$ cat config.mk
export PLATFORM = sky130hd
export DESIGN_NAME = lr_cpu_top
export DESIGN_NICKNAME = d
export VERILOG_FILES = /design/src/verilog/lr_cpu_pkg.sv /design/src/verilog/lr_fetch_unit.sv /design/src/verilog/lr_decoder.sv /design/src/verilog/lr_reg_file.sv /design/src/verilog/lr_sequencer.sv /design/src/verilog/lr_cpu_top.sv
export SDC_FILE = /design/constraint.sdc
export NUM_CORES = 1
export LEC_CHECK = 0
export ABC_AREA = 0
export BUFFER_PORTS_ARGS = -buffer_cell sky130_fd_sc_hd__buf_4
export CORE_ASPECT_RATIO = 2
export CORE_MARGIN = 5
export CORE_UTILIZATION = 40
export DETAILED_ROUTE_END_ITERATION = 10
export GPL_ROUTABILITY_DRIVEN = 1
export PLACE_DENSITY = 0.6
export SLEW_MARGIN = 15
export SYNTH_ARGS = -nofsm -noshare
export SYNTH_HDL_FRONTEND = slang
export SYNTH_SLANG_ARGS = --single-unit
$ cat constraint.sdc
create_clock -name i_clk -period 5.48 [get_ports i_clk]
set_clock_uncertainty 0.05 [all_clocks]
set_input_delay 0.274 -clock i_clk [delete_from_list [all_inputs] [get_ports i_clk]]
set_output_delay 0.274 -clock i_clk [all_outputs]
set_load 0.005 [all_outputs]
$ cat src/verilog/lr_cpu_pkg.sv
package lr_cpu_pkg;

  // ----------------------------------------------------------
  // Widths and reset address
  // ----------------------------------------------------------
  localparam int DATA_W    = 8;
  localparam int ADDR_W    = 16;
  localparam int REG_IDX_W = 3;

  typedef logic [DATA_W-1:0]    byte_t;
  typedef logic [ADDR_W-1:0]    addr_t;
  typedef logic [REG_IDX_W-1:0] reg_idx_t;

  localparam addr_t RESET_PC = 16'h0100;  // First opcode is fetched here.

  // ----------------------------------------------------------
  // Register indices, as encoded in the opcode fields
  // ----------------------------------------------------------
  localparam reg_idx_t REG_B      = 3'd0;
  localparam reg_idx_t REG_C      = 3'd1;
  localparam reg_idx_t REG_D      = 3'd2;
  localparam reg_idx_t REG_E      = 3'd3;
  localparam reg_idx_t REG_H      = 3'd4;
  localparam reg_idx_t REG_L      = 3'd5;
  localparam reg_idx_t IDX_HL_IND = 3'd6;  // Operand is the byte at (HL).
  localparam reg_idx_t REG_A      = 3'd7;

  typedef enum logic [3:0] {
    OP_NOP,
    LD_R_R,
    LD_R_N,
    LD_R_HL,
    LD_HL_R,
    LD_HL_N,
    LD_PTR_A,
    LD_A_PTR,
    LD_HLI_A,
    LD_A_HLI,
    LD_RR_NN
  } op_class_t;

  typedef enum logic [1:0] {
    PAIR_BC,
    PAIR_DE,
    PAIR_HL
  } pair_sel_t;

  typedef enum logic [1:0] {
    STEP_NONE,
    STEP_INC,
    STEP_DEC
  } ptr_step_t;

endpackage

$ cat src/verilog/lr_fetch_unit.sv
module lr_fetch_unit (
  input  logic              i_clk,
  input  logic              i_rst,
  input  logic              i_cap_opcode,
  input  logic              i_cap_lo,
  input  logic              i_cap_hi,
  input  lr_cpu_pkg::byte_t i_mem_rd_data,
  output lr_cpu_pkg::addr_t o_pc,
  output lr_cpu_pkg::byte_t o_opcode,
  output lr_cpu_pkg::addr_t o_imm16
);
  import lr_cpu_pkg::*;

  addr_t pc;
  byte_t opcode;
  byte_t imm_lo;
  byte_t imm_hi;
  logic  any_cap;

  assign any_cap = i_cap_opcode | i_cap_lo | i_cap_hi;

  // ----------------------------------------------------------
  // Program counter and instruction register
  // ----------------------------------------------------------
  always_ff @(posedge i_clk or posedge i_rst) begin
    if (i_rst) begin
      pc     <= RESET_PC;
      opcode <= '0;  // Decodes as a no-op until the first fetch.
    end else begin
      if (any_cap) begin
        pc <= pc + ADDR_W'(1);  // Every captured byte consumes one address.
      end
      if (i_cap_opcode) begin
        opcode <= i_mem_rd_data;
      end
    end
  end

  // Immediate bytes.
  always_ff @(posedge i_clk) begin
    if (i_cap_lo) begin
      imm_lo <= i_mem_rd_data;
    end
    if (i_cap_hi) begin
      imm_hi <= i_mem_rd_data;
    end
  end

  assign o_pc     = pc;
  assign o_opcode = opcode;
  assign o_imm16  = {imm_hi, imm_lo};  // Eight-bit forms use the low byte only.

  // The sequencer reads one byte at a time, so it never asks for two captures at once.
  a_one_capture : assert property (@(posedge i_clk) disable iff (i_rst)
    $onehot0({i_cap_opcode, i_cap_lo, i_cap_hi}));

endmodule

$ cat src/verilog/lr_decoder.sv
module lr_decoder (
  input  lr_cpu_pkg::byte_t     i_opcode,
  output lr_cpu_pkg::op_class_t o_op_class,
  output lr_cpu_pkg::reg_idx_t  o_dst_idx,
  output lr_cpu_pkg::reg_idx_t  o_src_idx,
  output lr_cpu_pkg::pair_sel_t o_pair_sel,
  output lr_cpu_pkg::ptr_step_t o_ptr_step
);
  import lr_cpu_pkg::*;

  logic dst_is_hl;
  logic src_is_hl;

  assign dst_is_hl = (i_opcode[5:3] == IDX_HL_IND);
  assign src_is_hl = (i_opcode[2:0] == IDX_HL_IND);

  always_comb begin
    o_op_class = OP_NOP;
    o_dst_idx  = i_opcode[5:3];
    o_src_idx  = i_opcode[2:0];
    o_pair_sel = PAIR_HL;  // Indirect forms without a pair field use HL.
    o_ptr_step = STEP_NONE;

    case (i_opcode[7:6])
      // --------------------------------------------------------
      // Block 01 holds the register and (HL) copies
      // --------------------------------------------------------
      2'b01: begin
        if (!dst_is_hl && !src_is_hl) begin
          o_op_class = LD_R_R;
        end else if (!dst_is_hl) begin
          o_op_class = LD_R_HL;
        end else if (!src_is_hl) begin
          o_op_class = LD_HL_R;
        end
        // Both fields at 6 is halt, which runs as a no-op.
      end

      // --------------------------------------------------------
      // Block 00 holds the immediates and pointer forms
      // --------------------------------------------------------
      2'b00: begin
        if (i_opcode[2:0] == 3'b110) begin
          o_op_class = dst_is_hl ? LD_HL_N : LD_R_N;
        end else if (i_opcode[3:0] == 4'h1 && i_opcode[5:4] != 2'b11) begin
          o_op_class = LD_RR_NN;  // Pair 3 is the stack pointer and is not kept.
          o_pair_sel = pair_sel_t'(i_opcode[5:4]);
        end else if (i_opcode[2:0] == 3'b010) begin
          o_src_idx = REG_A;  // Every form in this column moves A.
          o_dst_idx = REG_A;
          case (i_opcode[5:4])
            2'b00, 2'b01: begin
              o_op_class = i_opcode[3] ? LD_A_PTR : LD_PTR_A;
              o_pair_sel = pair_sel_t'(i_opcode[5:4]);
            end
            default: begin
              o_op_class = i_opcode[3] ? LD_A_HLI : LD_HLI_A;
              o_ptr_step = i_opcode[4] ? STEP_DEC : STEP_INC;
            end
          endcase
        end
      end

      default: ;
    endcase
  end

endmodule

$ cat src/verilog/lr_reg_file.sv
module lr_reg_file (
  input  logic                  i_clk,
  input  logic                  i_rst,
  input  logic                  i_wr_en,
  input  logic                  i_pair_wr_en,
  input  lr_cpu_pkg::reg_idx_t  i_src_idx,
  input  lr_cpu_pkg::reg_idx_t  i_wr_idx,
  input  lr_cpu_pkg::byte_t     i_wr_data,
  input  lr_cpu_pkg::pair_sel_t i_pair_sel,
  input  lr_cpu_pkg::addr_t     i_pair_wr_data,
  output lr_cpu_pkg::byte_t     o_src_data,
  output lr_cpu_pkg::addr_t     o_bc,
  output lr_cpu_pkg::addr_t     o_de,
  output lr_cpu_pkg::addr_t     o_hl
);
  import lr_cpu_pkg::*;

  byte_t regs [2**REG_IDX_W];  // Slot 6 is never written and reads as zero.

  always_ff @(posedge i_clk or posedge i_rst) begin
    if (i_rst) begin
      for (int i = 0; i < 2**REG_IDX_W; i++) begin
        regs[i] <= '0;
      end
    end else if (i_pair_wr_en) begin
      case (i_pair_sel)
        PAIR_BC: {regs[REG_B], regs[REG_C]} <= i_pair_wr_data;
        PAIR_DE: {regs[REG_D], regs[REG_E]} <= i_pair_wr_data;
        default: {regs[REG_H], regs[REG_L]} <= i_pair_wr_data;
      endcase
    end else if (i_wr_en) begin
      regs[i_wr_idx] <= i_wr_data;
    end
  end

  assign o_src_data = regs[i_src_idx];
  assign o_bc       = {regs[REG_B], regs[REG_C]};
  assign o_de       = {regs[REG_D], regs[REG_E]};
  assign o_hl       = {regs[REG_H], regs[REG_L]};

  // The sequencer issues pair updates and byte loads in different states.
  a_one_writer : assert property (@(posedge i_clk) disable iff (i_rst)
    !(i_wr_en && i_pair_wr_en));

  // Index 6 means memory, so the decoder must never route it to a byte write.
  a_no_hl_byte : assert property (@(posedge i_clk) disable iff (i_rst)
    i_wr_en |-> (i_wr_idx != IDX_HL_IND));

endmodule

$ cat src/verilog/lr_sequencer.sv
module lr_sequencer (
  input  logic                  i_clk,
  input  logic                  i_rst,
  input  lr_cpu_pkg::op_class_t i_op_class,
  input  lr_cpu_pkg::reg_idx_t  i_dst_idx,
  input  lr_cpu_pkg::pair_sel_t i_pair_sel,
  input  lr_cpu_pkg::ptr_step_t i_ptr_step,
  input  lr_cpu_pkg::addr_t     i_pc,
  input  lr_cpu_pkg::addr_t     i_imm16,
  input  lr_cpu_pkg::addr_t     i_bc,
  input  lr_cpu_pkg::addr_t     i_de,
  input  lr_cpu_pkg::addr_t     i_hl,
  input  lr_cpu_pkg::byte_t     i_src_data,
  input  lr_cpu_pkg::byte_t     i_mem_rd_data,
  output logic                  o_cap_opcode,
  output logic                  o_cap_lo,
  output logic                  o_cap_hi,
  output logic                  o_wr_en,
  output logic                  o_pair_wr_en,
  output logic                  o_mem_wr_en,
  output lr_cpu_pkg::reg_idx_t  o_wr_idx,
  output lr_cpu_pkg::byte_t     o_wr_data,
  output lr_cpu_pkg::byte_t     o_mem_wr_data,
  output lr_cpu_pkg::addr_t     o_pair_wr_data,
  output lr_cpu_pkg::addr_t     o_mem_rd_addr,
  output lr_cpu_pkg::addr_t     o_mem_wr_addr
);
  import lr_cpu_pkg::*;

  typedef enum logic [2:0] {
    FETCH,
    DECODE,
    IMM_LO,
    IMM_HI,
    ACCESS,
    WRITEBACK
  } state_t;

  state_t state;
  state_t next_state;
  logic   phase;      // Second clock of a two-clock state.
  logic   two_clk;
  logic   last_clk;
  logic   is_load;
  logic   is_store;
  logic   step_now;
  addr_t  ptr;
  addr_t  hl_step;
  byte_t  imm_byte;
  byte_t  load_byte;

  assign is_load  = i_op_class inside {LD_R_HL, LD_A_PTR, LD_A_HLI};
  assign is_store = i_op_class inside {LD_HL_R, LD_HL_N, LD_PTR_A, LD_HLI_A};
  assign imm_byte = i_imm16[DATA_W-1:0];
  assign hl_step  = (i_ptr_step == STEP_DEC) ? i_hl - ADDR_W'(1) : i_hl + ADDR_W'(1);

  always_comb begin
    case (i_pair_sel)
      PAIR_BC: ptr = i_bc;
      PAIR_DE: ptr = i_de;
      default: ptr = i_hl;
    endcase
  end

  // ----------------------------------------------------------
  // State sequencing
  // ----------------------------------------------------------
  assign two_clk  = (state == FETCH) || (state == IMM_LO) || (state == IMM_HI) ||
                    ((state == ACCESS) && is_load);
  assign last_clk = !two_clk || phase;

  always_comb begin
    next_state = state;
    if (last_clk) begin
      case (state)
        FETCH: next_state = DECODE;
        DECODE: begin
          if (i_op_class == OP_NOP) next_state = FETCH;
          else if (i_op_class inside {LD_R_N, LD_HL_N, LD_RR_NN}) next_state = IMM_LO;
          else if (is_load || is_store) next_state = ACCESS;
          else next_state = WRITEBACK;
        end
        IMM_LO: begin
          if (i_op_class == LD_RR_NN) next_state = IMM_HI;
          else if (is_store) next_state = ACCESS;
          else next_state = WRITEBACK;
        end
        IMM_HI: next_state = WRITEBACK;
        ACCESS: next_state = is_load ? WRITEBACK : FETCH;
        default: next_state = FETCH;
      endcase
    end
  end

  always_ff @(posedge i_clk or posedge i_rst) begin
    if (i_rst) begin
      state         <= FETCH;
      phase         <= 1'b0;
      o_mem_rd_addr <= RESET_PC;
    end else begin
      state <= next_state;
      phase <= two_clk && !phase;
      if (!phase) begin
        if (state == FETCH || state == IMM_LO || state == IMM_HI) begin
          o_mem_rd_addr <= i_pc;
        end else if (state == ACCESS && is_load) begin
          o_mem_rd_addr <= ptr;
        end
      end
    end
  end

  always_ff @(posedge i_clk) begin
    if (state == ACCESS && phase) begin
      load_byte <= i_mem_rd_data;  // Data for the address loaded one clock earlier.
    end
  end

  // ----------------------------------------------------------
  // Strobes and write controls
  // ----------------------------------------------------------
  assign o_cap_opcode = (state == FETCH) && phase;
  assign o_cap_lo     = (state == IMM_LO) && phase;
  assign o_cap_hi     = (state == IMM_HI) && phase;

  // HL steps on the last access clock, ahead of the A writeback.
  assign step_now       = (state == ACCESS) && last_clk && (i_ptr_step != STEP_NONE);
  assign o_pair_wr_en   = step_now || ((state == WRITEBACK) && (i_op_class == LD_RR_NN));
  assign o_pair_wr_data = step_now ? hl_step : i_imm16;

  assign o_wr_en  = (state == WRITEBACK) && (is_load || i_op_class inside {LD_R_R, LD_R_N});
  assign o_wr_idx = i_dst_idx;

  always_comb begin
    case (i_op_class)
      LD_R_R:  o_wr_data = i_src_data;
      LD_R_N:  o_wr_data = imm_byte;
      default: o_wr_data = load_byte;
    endcase
  end

  assign o_mem_wr_en   = (state == ACCESS) && is_store;
  assign o_mem_wr_addr = ptr;
  assign o_mem_wr_data = (i_op_class == LD_HL_N) ? imm_byte : i_src_data;

  // A store access lasts one clock and is always followed by a fetch.
  a_wr_pulse : assert property (@(posedge i_clk) disable iff (i_rst)
    o_mem_wr_en |=> !o_mem_wr_en);

endmodule

$ cat src/verilog/lr_cpu_top.sv
module lr_cpu_top (
  input  logic              i_clk,
  input  logic              i_rst,
  input  lr_cpu_pkg::byte_t i_mem_rd_data,
  output lr_cpu_pkg::addr_t o_mem_rd_addr,
  output logic              o_mem_wr_en,
  output lr_cpu_pkg::addr_t o_mem_wr_addr,
  output lr_cpu_pkg::byte_t o_mem_wr_data
);

  logic                  cap_opcode;
  logic                  cap_lo;
  logic                  cap_hi;
  logic                  wr_en;
  logic                  pair_wr_en;
  lr_cpu_pkg::addr_t     pc;
  lr_cpu_pkg::byte_t     opcode;
  lr_cpu_pkg::addr_t     imm16;
  lr_cpu_pkg::op_class_t op_class;
  lr_cpu_pkg::reg_idx_t  dst_idx;
  lr_cpu_pkg::reg_idx_t  src_idx;
  lr_cpu_pkg::reg_idx_t  wr_idx;
  lr_cpu_pkg::pair_sel_t pair_sel;
  lr_cpu_pkg::ptr_step_t ptr_step;
  lr_cpu_pkg::byte_t     wr_data;
  lr_cpu_pkg::byte_t     src_data;
  lr_cpu_pkg::addr_t     pair_wr_data;
  lr_cpu_pkg::addr_t     bc;
  lr_cpu_pkg::addr_t     de;
  lr_cpu_pkg::addr_t     hl;

  lr_fetch_unit u_fetch (
    .i_clk         (i_clk),
    .i_rst         (i_rst),
    .i_cap_opcode  (cap_opcode),
    .i_cap_lo      (cap_lo),
    .i_cap_hi      (cap_hi),
    .i_mem_rd_data (i_mem_rd_data),
    .o_pc          (pc),
    .o_opcode      (opcode),
    .o_imm16       (imm16)
  );

  lr_decoder u_decoder (
    .i_opcode   (opcode),
    .o_op_class (op_class),
    .o_dst_idx  (dst_idx),
    .o_src_idx  (src_idx),
    .o_pair_sel (pair_sel),
    .o_ptr_step (ptr_step)
  );

  lr_reg_file u_regs (
    .i_clk          (i_clk),
    .i_rst          (i_rst),
    .i_wr_en        (wr_en),
    .i_pair_wr_en   (pair_wr_en),
    .i_src_idx      (src_idx),
    .i_wr_idx       (wr_idx),
    .i_wr_data      (wr_data),
    .i_pair_sel     (pair_sel),
    .i_pair_wr_data (pair_wr_data),
    .o_src_data     (src_data),
    .o_bc           (bc),
    .o_de           (de),
    .o_hl           (hl)
  );

  lr_sequencer u_seq (
    .i_clk          (i_clk),
    .i_rst          (i_rst),
    .i_op_class     (op_class),
    .i_dst_idx      (dst_idx),
    .i_pair_sel     (pair_sel),
    .i_ptr_step     (ptr_step),
    .i_pc           (pc),
    .i_imm16        (imm16),
    .i_bc           (bc),
    .i_de           (de),
    .i_hl           (hl),
    .i_src_data     (src_data),
    .i_mem_rd_data  (i_mem_rd_data),
    .o_cap_opcode   (cap_opcode),
    .o_cap_lo       (cap_lo),
    .o_cap_hi       (cap_hi),
    .o_wr_en        (wr_en),
    .o_pair_wr_en   (pair_wr_en),
    .o_mem_wr_en    (o_mem_wr_en),
    .o_wr_idx       (wr_idx),
    .o_wr_data      (wr_data),
    .o_mem_wr_data  (o_mem_wr_data),
    .o_pair_wr_data (pair_wr_data),
    .o_mem_rd_addr  (o_mem_rd_addr),
    .o_mem_wr_addr  (o_mem_wr_addr)
  );

endmodule

# ---- Word-level counts from Yosys, hierarchy flattened
# Cells that the tools add are included.
dict set report op_classes {
  reduce_logical 44
  addsub 3
  n_mux 55
  bitwise_logic 6
  order_cmp 3
  eq_ne 27
}
# operator n
set op_table {}
lappend op_table {{$mux W16} 7}
lappend op_table {{$bwmux W64} 1}
lappend op_table {{$mux W64} 1}
lappend op_table {{$mux W48} 1}
lappend op_table {{$mux W3} 14}
lappend op_table {{$add A16 B1 Y16 const B} 2}
lappend op_table {{$mux W8} 4}
lappend op_table {{$pmux W16 S2} 1}
lappend op_table {{$bmux W8 S3} 1}
lappend op_table {{$demux W8 S3} 1}
lappend op_table {{$mux W4} 6}
lappend op_table {{$mux W2} 11}
lappend op_table {{$eq A4 B3 Y1 const B} 4}
lappend op_table {{$pmux W8 S2} 1}
lappend op_table {{$sub A16 B1 Y16 const B} 1}
lappend op_table {{$pmux W3 S5} 1}
lappend op_table {{$logic_and A1 B1 Y1} 14}
lappend op_table {{$eq A3 B3 Y1 const B} 4}
lappend op_table {{$eq A4 B4 Y1 const B} 3}
lappend op_table {{$reduce_and A2 Y1} 5}
lappend op_table {{$eq A3 B2 Y1 const B} 3}
lappend op_table {{$eq A4 B1 Y1 const B} 2}
lappend op_table {{$eq A4 B2 Y1 const B} 2}
lappend op_table {{$ge A4 B4 Y1 const B} 2}
lappend op_table {{20 further kinds} 46}
dict set report word_totals {
  ff_bits 132
  out_inout_bits 41
  wordCells 154
  in_bits 10
}

# ---- Longest topological paths before layout
dict set report depth {
  depth_word 18
  ltp_mapped 14
  mapped_depth_nobuf 13
}

# ---- By module
# From an unflattened synthesis, not the netlist that was laid out.
dict set report hier_totals {
  hier_cells 864
  area_unflattened_um2 8739.6
}
# module area_per_inst_um2 seq_area_each_um2 n_inst cells_each
set modules_own_cells {}
lappend modules_own_cells {lr_reg_file 4006.3 1601.5 1 343}
lappend modules_own_cells {lr_sequencer 2966.6 742.0 1 389}
lappend modules_own_cells {lr_fetch_unit 1510.2 1082.3 1 95}
lappend modules_own_cells {lr_decoder 256.5 0.0 1 37}

# ---- Worst setup path after synthesis
# Ideal clock, no wire load.
dict set report synth_timing {
  kind {register -> register}
  from {register u_fetch.opcode[2] (netlist: u_fetch.o_opcode[2])}
  to {register u_regs.regs (netlist bit u_regs.o_bc[7])}
  path_buffers 1
  path_stages_with_launch 15
  setup_time_ns 0.143
  slack_ns 1.840
  t_required_ns 5.287
  synth_period_minus_slack_ns 3.640
  arrival_time_ns 3.447
  path_cell_list {dfrtp_1 buf_2 or3_1 nor2_2 nand3_1 inv_1 ha_1 and3_1 a211o_1 nor2_1 o21bai_1 a211o_1 a32o_1 a211oi_1 a21oi_1}
}
dict set report synth_between {
  elab_chain_cells 16
  elab_cells_between_ends 70
  cone_classes {2 x order compare; 11 x eq/ne; 35 x mux; 2 x bitwise; 20 x reduce/logical}
}
# element line_no
set synth_lines {}
lappend synth_lines {{from (decl)} lr_fetch_unit.sv:15} ;# byte_t opcode;
lappend synth_lines {{from (signal assigned)} lr_fetch_unit.sv:34} ;# opcode <= i_mem_rd_data;
lappend synth_lines {{branches (longest 16 deep; another with $ge A4 B4 Y1)} --}
lappend synth_lines {{to (signal, indexed assignment)} lr_reg_file.sv:27} ;# PAIR_BC: {regs[REG_B], regs[REG_C]} <= i_pair_wr_data;
lappend synth_lines {{to (signal, indexed assignment)} lr_reg_file.sv:28} ;# PAIR_DE: {regs[REG_D], regs[REG_E]} <= i_pair_wr_data;
lappend synth_lines {{to (signal, indexed assignment)} lr_reg_file.sv:29} ;# default: {regs[REG_H], regs[REG_L]} <= i_pair_wr_data;
lappend synth_lines {{to (decl)} lr_reg_file.sv:18} ;# byte_t regs [2**REG_IDX_W];
# Parallel ways; which one is timed is not known. The select of a mux whose other input is x is not followed.
# A chain may end at the register's enable or synchronous reset.

# ---- Final worst setup path
dict set report layout_timing {
  from {register u_fetch.opcode[2] (netlist: u_fetch.o_opcode[2])}
  to {register u_regs.regs (netlist bit u_regs.o_hl[14])}
}
dict set report layout_between {
  elab_chain_cells 16
  elab_cells_between_ends 72
  cone_classes {2 x order compare; 12 x eq/ne; 35 x mux; 2 x bitwise; 21 x reduce/logical}
}
# element
set layout_lines {}
lappend layout_lines {{branches (longest 16 deep; another with $ge A4 B4 Y1)}}
# Parallel ways; which one is timed is not known. The select of a mux whose other input is x is not followed.

==> impl_metrics.toml <==
[synthesis]
synthesis.area_um2 = 7780
synth_edf_count = 24
ys_seq_area_frac = 0.441
synthArstFlopShare = 0.818
synth.net_count = 831
syn_inst = 805
synth_warnings = 0
ys_seq_elements = 132
yosysUniqueCellTypes = 80
postSynthAreaPerCell_um2 = 9.66
synth_flop_cell = "dfrtp_1"

[layout]
drive_gt1_frac = 0.172
finalNetCount = 864
ff_latch_area_um2 = 3430
antenna_cells = 0
fillers = 1902
multiInputGateArea_um2 = 4060
synthToLayoutAreaGrowth_pct = 15.7

[clock_network]
cts.sinks = 132
cts_buffers = 17
cts_tree = "done"
cts.path.max_buffers = 2
cts_max_level = 4
ctsRootBufferMaster = "clkbuf_16"
clk_latency_ns = 0.43
cts.clk_slew.worst_paths_ns = 0.06
postCtsSetupRepairBufs = 0

[routing]
finalWirelength_mm = 27.0
initialDrtViolationCount = 520
drc = 0
routed_via_density = 6.03
drt_pass1_iterations = 5
vias = 6694
wl_per_cell_um = 24.4
route.antenna.remaining_nets = 0

[global_route]
grt_pass1_wl_mm = 41.0
grt_pass1_vias = 6803
antenna_found_initial = 0
grt_use_total = 0.247
grt_max_degree = 61
grt_overflow = 0

[sta]
finalHoldViolCount = 0
max_freq_mhz = 231
finalSetupTns_ns = 0
maxSlewHeadroom = 0.344
fin_crit_sh = 0.789
rsz0062_at_grt = "no"
setup_violations = 0
fin_ws_ns = 1.16
worst_slew_pin_slew_ns = 0.982
final.min_clock_period_ns = 4.32
final_max_slew_viol_count = 0

[power]
power.internal_w = 0.00302
leakage_nw = 3.90
p_sw_frac = 0.421
power.net_switching_w = 0.00220
powerDensity_nw_per_um2 = 580
ir_worst_vdd_mv = 0.214
p_seq_frac = 0.328
pwr-share-comb = 0.438
clkPwrFrac = 0.234

[floorplanning]
dieHeight_um = 207
initial_utilization = 0.403
dieArea_um2 = 22500
die_w_um = 109
num_rows = 72
ioPinCount = 51
coreArea_um2 = 19300

[worst_setup_path]
worstSetupPathType = "register to register"
endpoint_kind = "register"
critPathMaxFanout = 18
path_cells = "or3_1 -> nor2_2 -> nand3_1 -> inv_1 -> buf_4 -> ha_1 -> o21ai_0 -> a21oi_1 -> o41ai_1 -> a21oi_1 -> o41ai_1 -> o21ai_0 -> mux2i_1 -> a21oi_1"
path_delay_family = "compound AO/OA/AOI/OAI gates"
cpPeakStageDelay_ns = 0.58
slowest_stage = "dfrtp_1"
cp.required_ns = 5.74
start_kind = "register"
crit_buf_inv = 2
r2r_slack_ns = 1.16
crit_top_cell = "a21oi_1"
critPathArrivalTime_ns = 4.58

[worst_hold_path]
hold_class = "input pin to register"

[placed_design]
portBuffers = 50
place.gp.congestion = 1.01
pre_cts_slack_ns = 1.29
hpwlAfterDp_mm = 20.6

[outcome]
status = "finished clean"

[job]
maxCapViolations = 0
[final timing paths]
check,end,startpoint,cells past startpoint
min in group asynchronous,u_fetch.o_pc[14],i_rst,3
max,u_regs.o_hl[14],u_fetch.o_opcode[2],14
min reg2reg,u_regs.regs[9],u_regs.regs[9],0
max in group asynchronous,u_regs.o_hl[2],i_rst,4
max reg2reg,u_regs.o_hl[14],u_fetch.o_opcode[2],14
min,u_seq.load_byte[5],i_mem_rd_data[5],1
[cells by family (layout without fill, tap and decap cells)]
kind of cell,Yosys count,after routing,share of synthesized area
AOI/OAI and AO/OA,283,283,0.247
and+or+nand+nor,248,248,0.159
DFF,132,132,0.441
buffers and inverters,67,113,0.0391
muxes,37,37,0.0631
xor gates and xnor gates,22,22,0.0248
adders and majority gates,16,16,0.0267
[cell usage after synthesis (all sizes together) (3+ instances only)]
library cell / n / share of area
dfrtp: 106 / 0.34
nand2: 101 / 0.049
a21oi: 86 / 0.056
o21ai: 59 / 0.038
nor2: 48 / 0.025
clkbuf: 27 / 0.013
buf: 26 / 0.019
edfxtp: 24 / 0.093
a22oi: 18 / 0.017
o22a: 18 / 0.020
nor3: 17 / 0.015
and3: 16 / 0.013
mux2: 16 / 0.023
a211oi: 15 / 0.015
ha: 15 / 0.024
xnor2: 15 / 0.017
inv: 14 / 0.0068
mux2i: 13 / 0.017
nand3: 11 / 0.0071
a21o: 9 / 0.0087
and2: 9 / 0.0072
a221oi: 8 / 0.016
mux4: 8 / 0.023
nand2b: 8 / 0.0064
nor2b: 8 / 0.0064
or3: 8 / 0.0071
o21a: 7 / 0.0068
o21bai: 7 / 0.0068
xor2: 7 / 0.0079
a211o: 6 / 0.0068
nor3b: 6 / 0.0079
o22ai: 6 / 0.0048
a221o: 5 / 0.0064
o211ai: 5 / 0.0048
a22o: 4 / 0.0045
a2bb2oi: 4 / 0.0045
a31oi: 3 / 0.0024
a32oi: 3 / 0.0034
nand3b: 3 / 0.0029
nor4: 3 / 0.0024
o32ai: 3 / 0.0043
or2: 3 / 0.0024
[through the flow]
step / power [W] / hold slack (ns) / instance area, um^2 / std cells / util
5_1_grt: 0.00550 / 0.00630 / 9000 / 1110 / 0.467
6_report: 0.00522 / 0.0133 / 9000 / 1110 / 0.467
3_5_place_dp: 0.00398 / 0.316 / 8330 / 1074 / 0.432
3_3_place_gp: 0.00396 / 0.314 / 8330 / 1074 / 0.432
4_1_cts: 0.00521 / 0.00236 / 9000 / 1110 / 0.467
2_1_floorplan: 0.00306 / 0.323 / 7780 / 805 / -
[power groups by stage]
stage | clock network, W | registers, W | logic (W)
6_report | 0.00122 | 0.00171 | 0.00229
5_1_grt | 0.00128 | 0.00174 | 0.00249
4_1_cts | 0.00124 | 0.00169 | 0.00228
3_5_place_dp | 0 | 0.00171 | 0.00227
3_3_place_gp | 0 | 0.00170 | 0.00226
2_1_floorplan | 0 | 0.00144 | 0.00161
[repair_timing]
item / CTS / global route
gates resized for setup: 0 / 0
hold buffers: 4 / 0
endpoints found under the hold margin: 63 / 0
[layout by cell type, fill, tap and decap left out, drive strengths merged, types with 15 or more instances in the layout]
| cell | Yosys | routed |
|---|---|---|
| buf | 26 | 63 |
| nor3 | 17 | 17 |
| o22a | 18 | 18 |
| xnor2 | 15 | 15 |
| and3 | 16 | 16 |
| clkbuf | 27 | 18 |
| a211oi | 15 | 15 |
| a22oi | 18 | 18 |
| mux2 | 16 | 16 |
| nand2 | 101 | 101 |
| ha | 15 | 15 |
| nor2 | 48 | 48 |
| dfrtp | 106 | 106 |
| o21ai | 59 | 59 |
| edfxtp | 24 | 24 |
| a21oi | 86 | 86 |
[sequential cells by signal (all words and copies together) (netlist names), 8 cells and up]
| signal | flops |
|---|---|
| u_seq.o_mem_rd_addr | 16 |
| u_seq.load_byte | 8 |
| u_fetch.imm_lo | 8 |
| u_regs.o_hl | 16 |
| u_fetch.o_pc | 16 |
| u_regs.o_de | 16 |
| u_fetch.o_opcode | 8 |
| u_regs.o_bc | 16 |
| u_regs.regs | 16 |
| u_fetch.imm_hi | 8 |
[layout make-up]
cell class                      instances  area share
Inverter                               14     0.00612
Tap cell                              259      0.0360
Multi-Input combinational cell        606       0.451
Clock inverter                         14      0.0206
Timing Repair Buffer                   67      0.0570
Clock buffer                           18      0.0488
Sequential cell                       132       0.381
[worst reg2reg max path, delay by kind of cell, from the launching register on]
kind | cells | cell delay [ns]
AND/OR/NAND/NOR | 3 | 0.96
adder cells (fa/ha/maj) | 1 | 0.31
buffers and inverters | 2 | 0.35
flip-flops | 1 | 0.58
multiplexers | 1 | 0.19
AO/OA/AOI/OAI | 7 | 1.76
[per-layer routing]
layer / track usage / wire (um) / vias up
li1: - / - / 3066
met1: 0.252 / 9150 / 3233
met2: 0.425 / 13900 / 284
met3: 0.0439 / 1430 / 111
met4: 0.207 / 2590 / 0
met5: 0 / 0 / -
No activity file was read; power rests on OpenSTA's default activity.
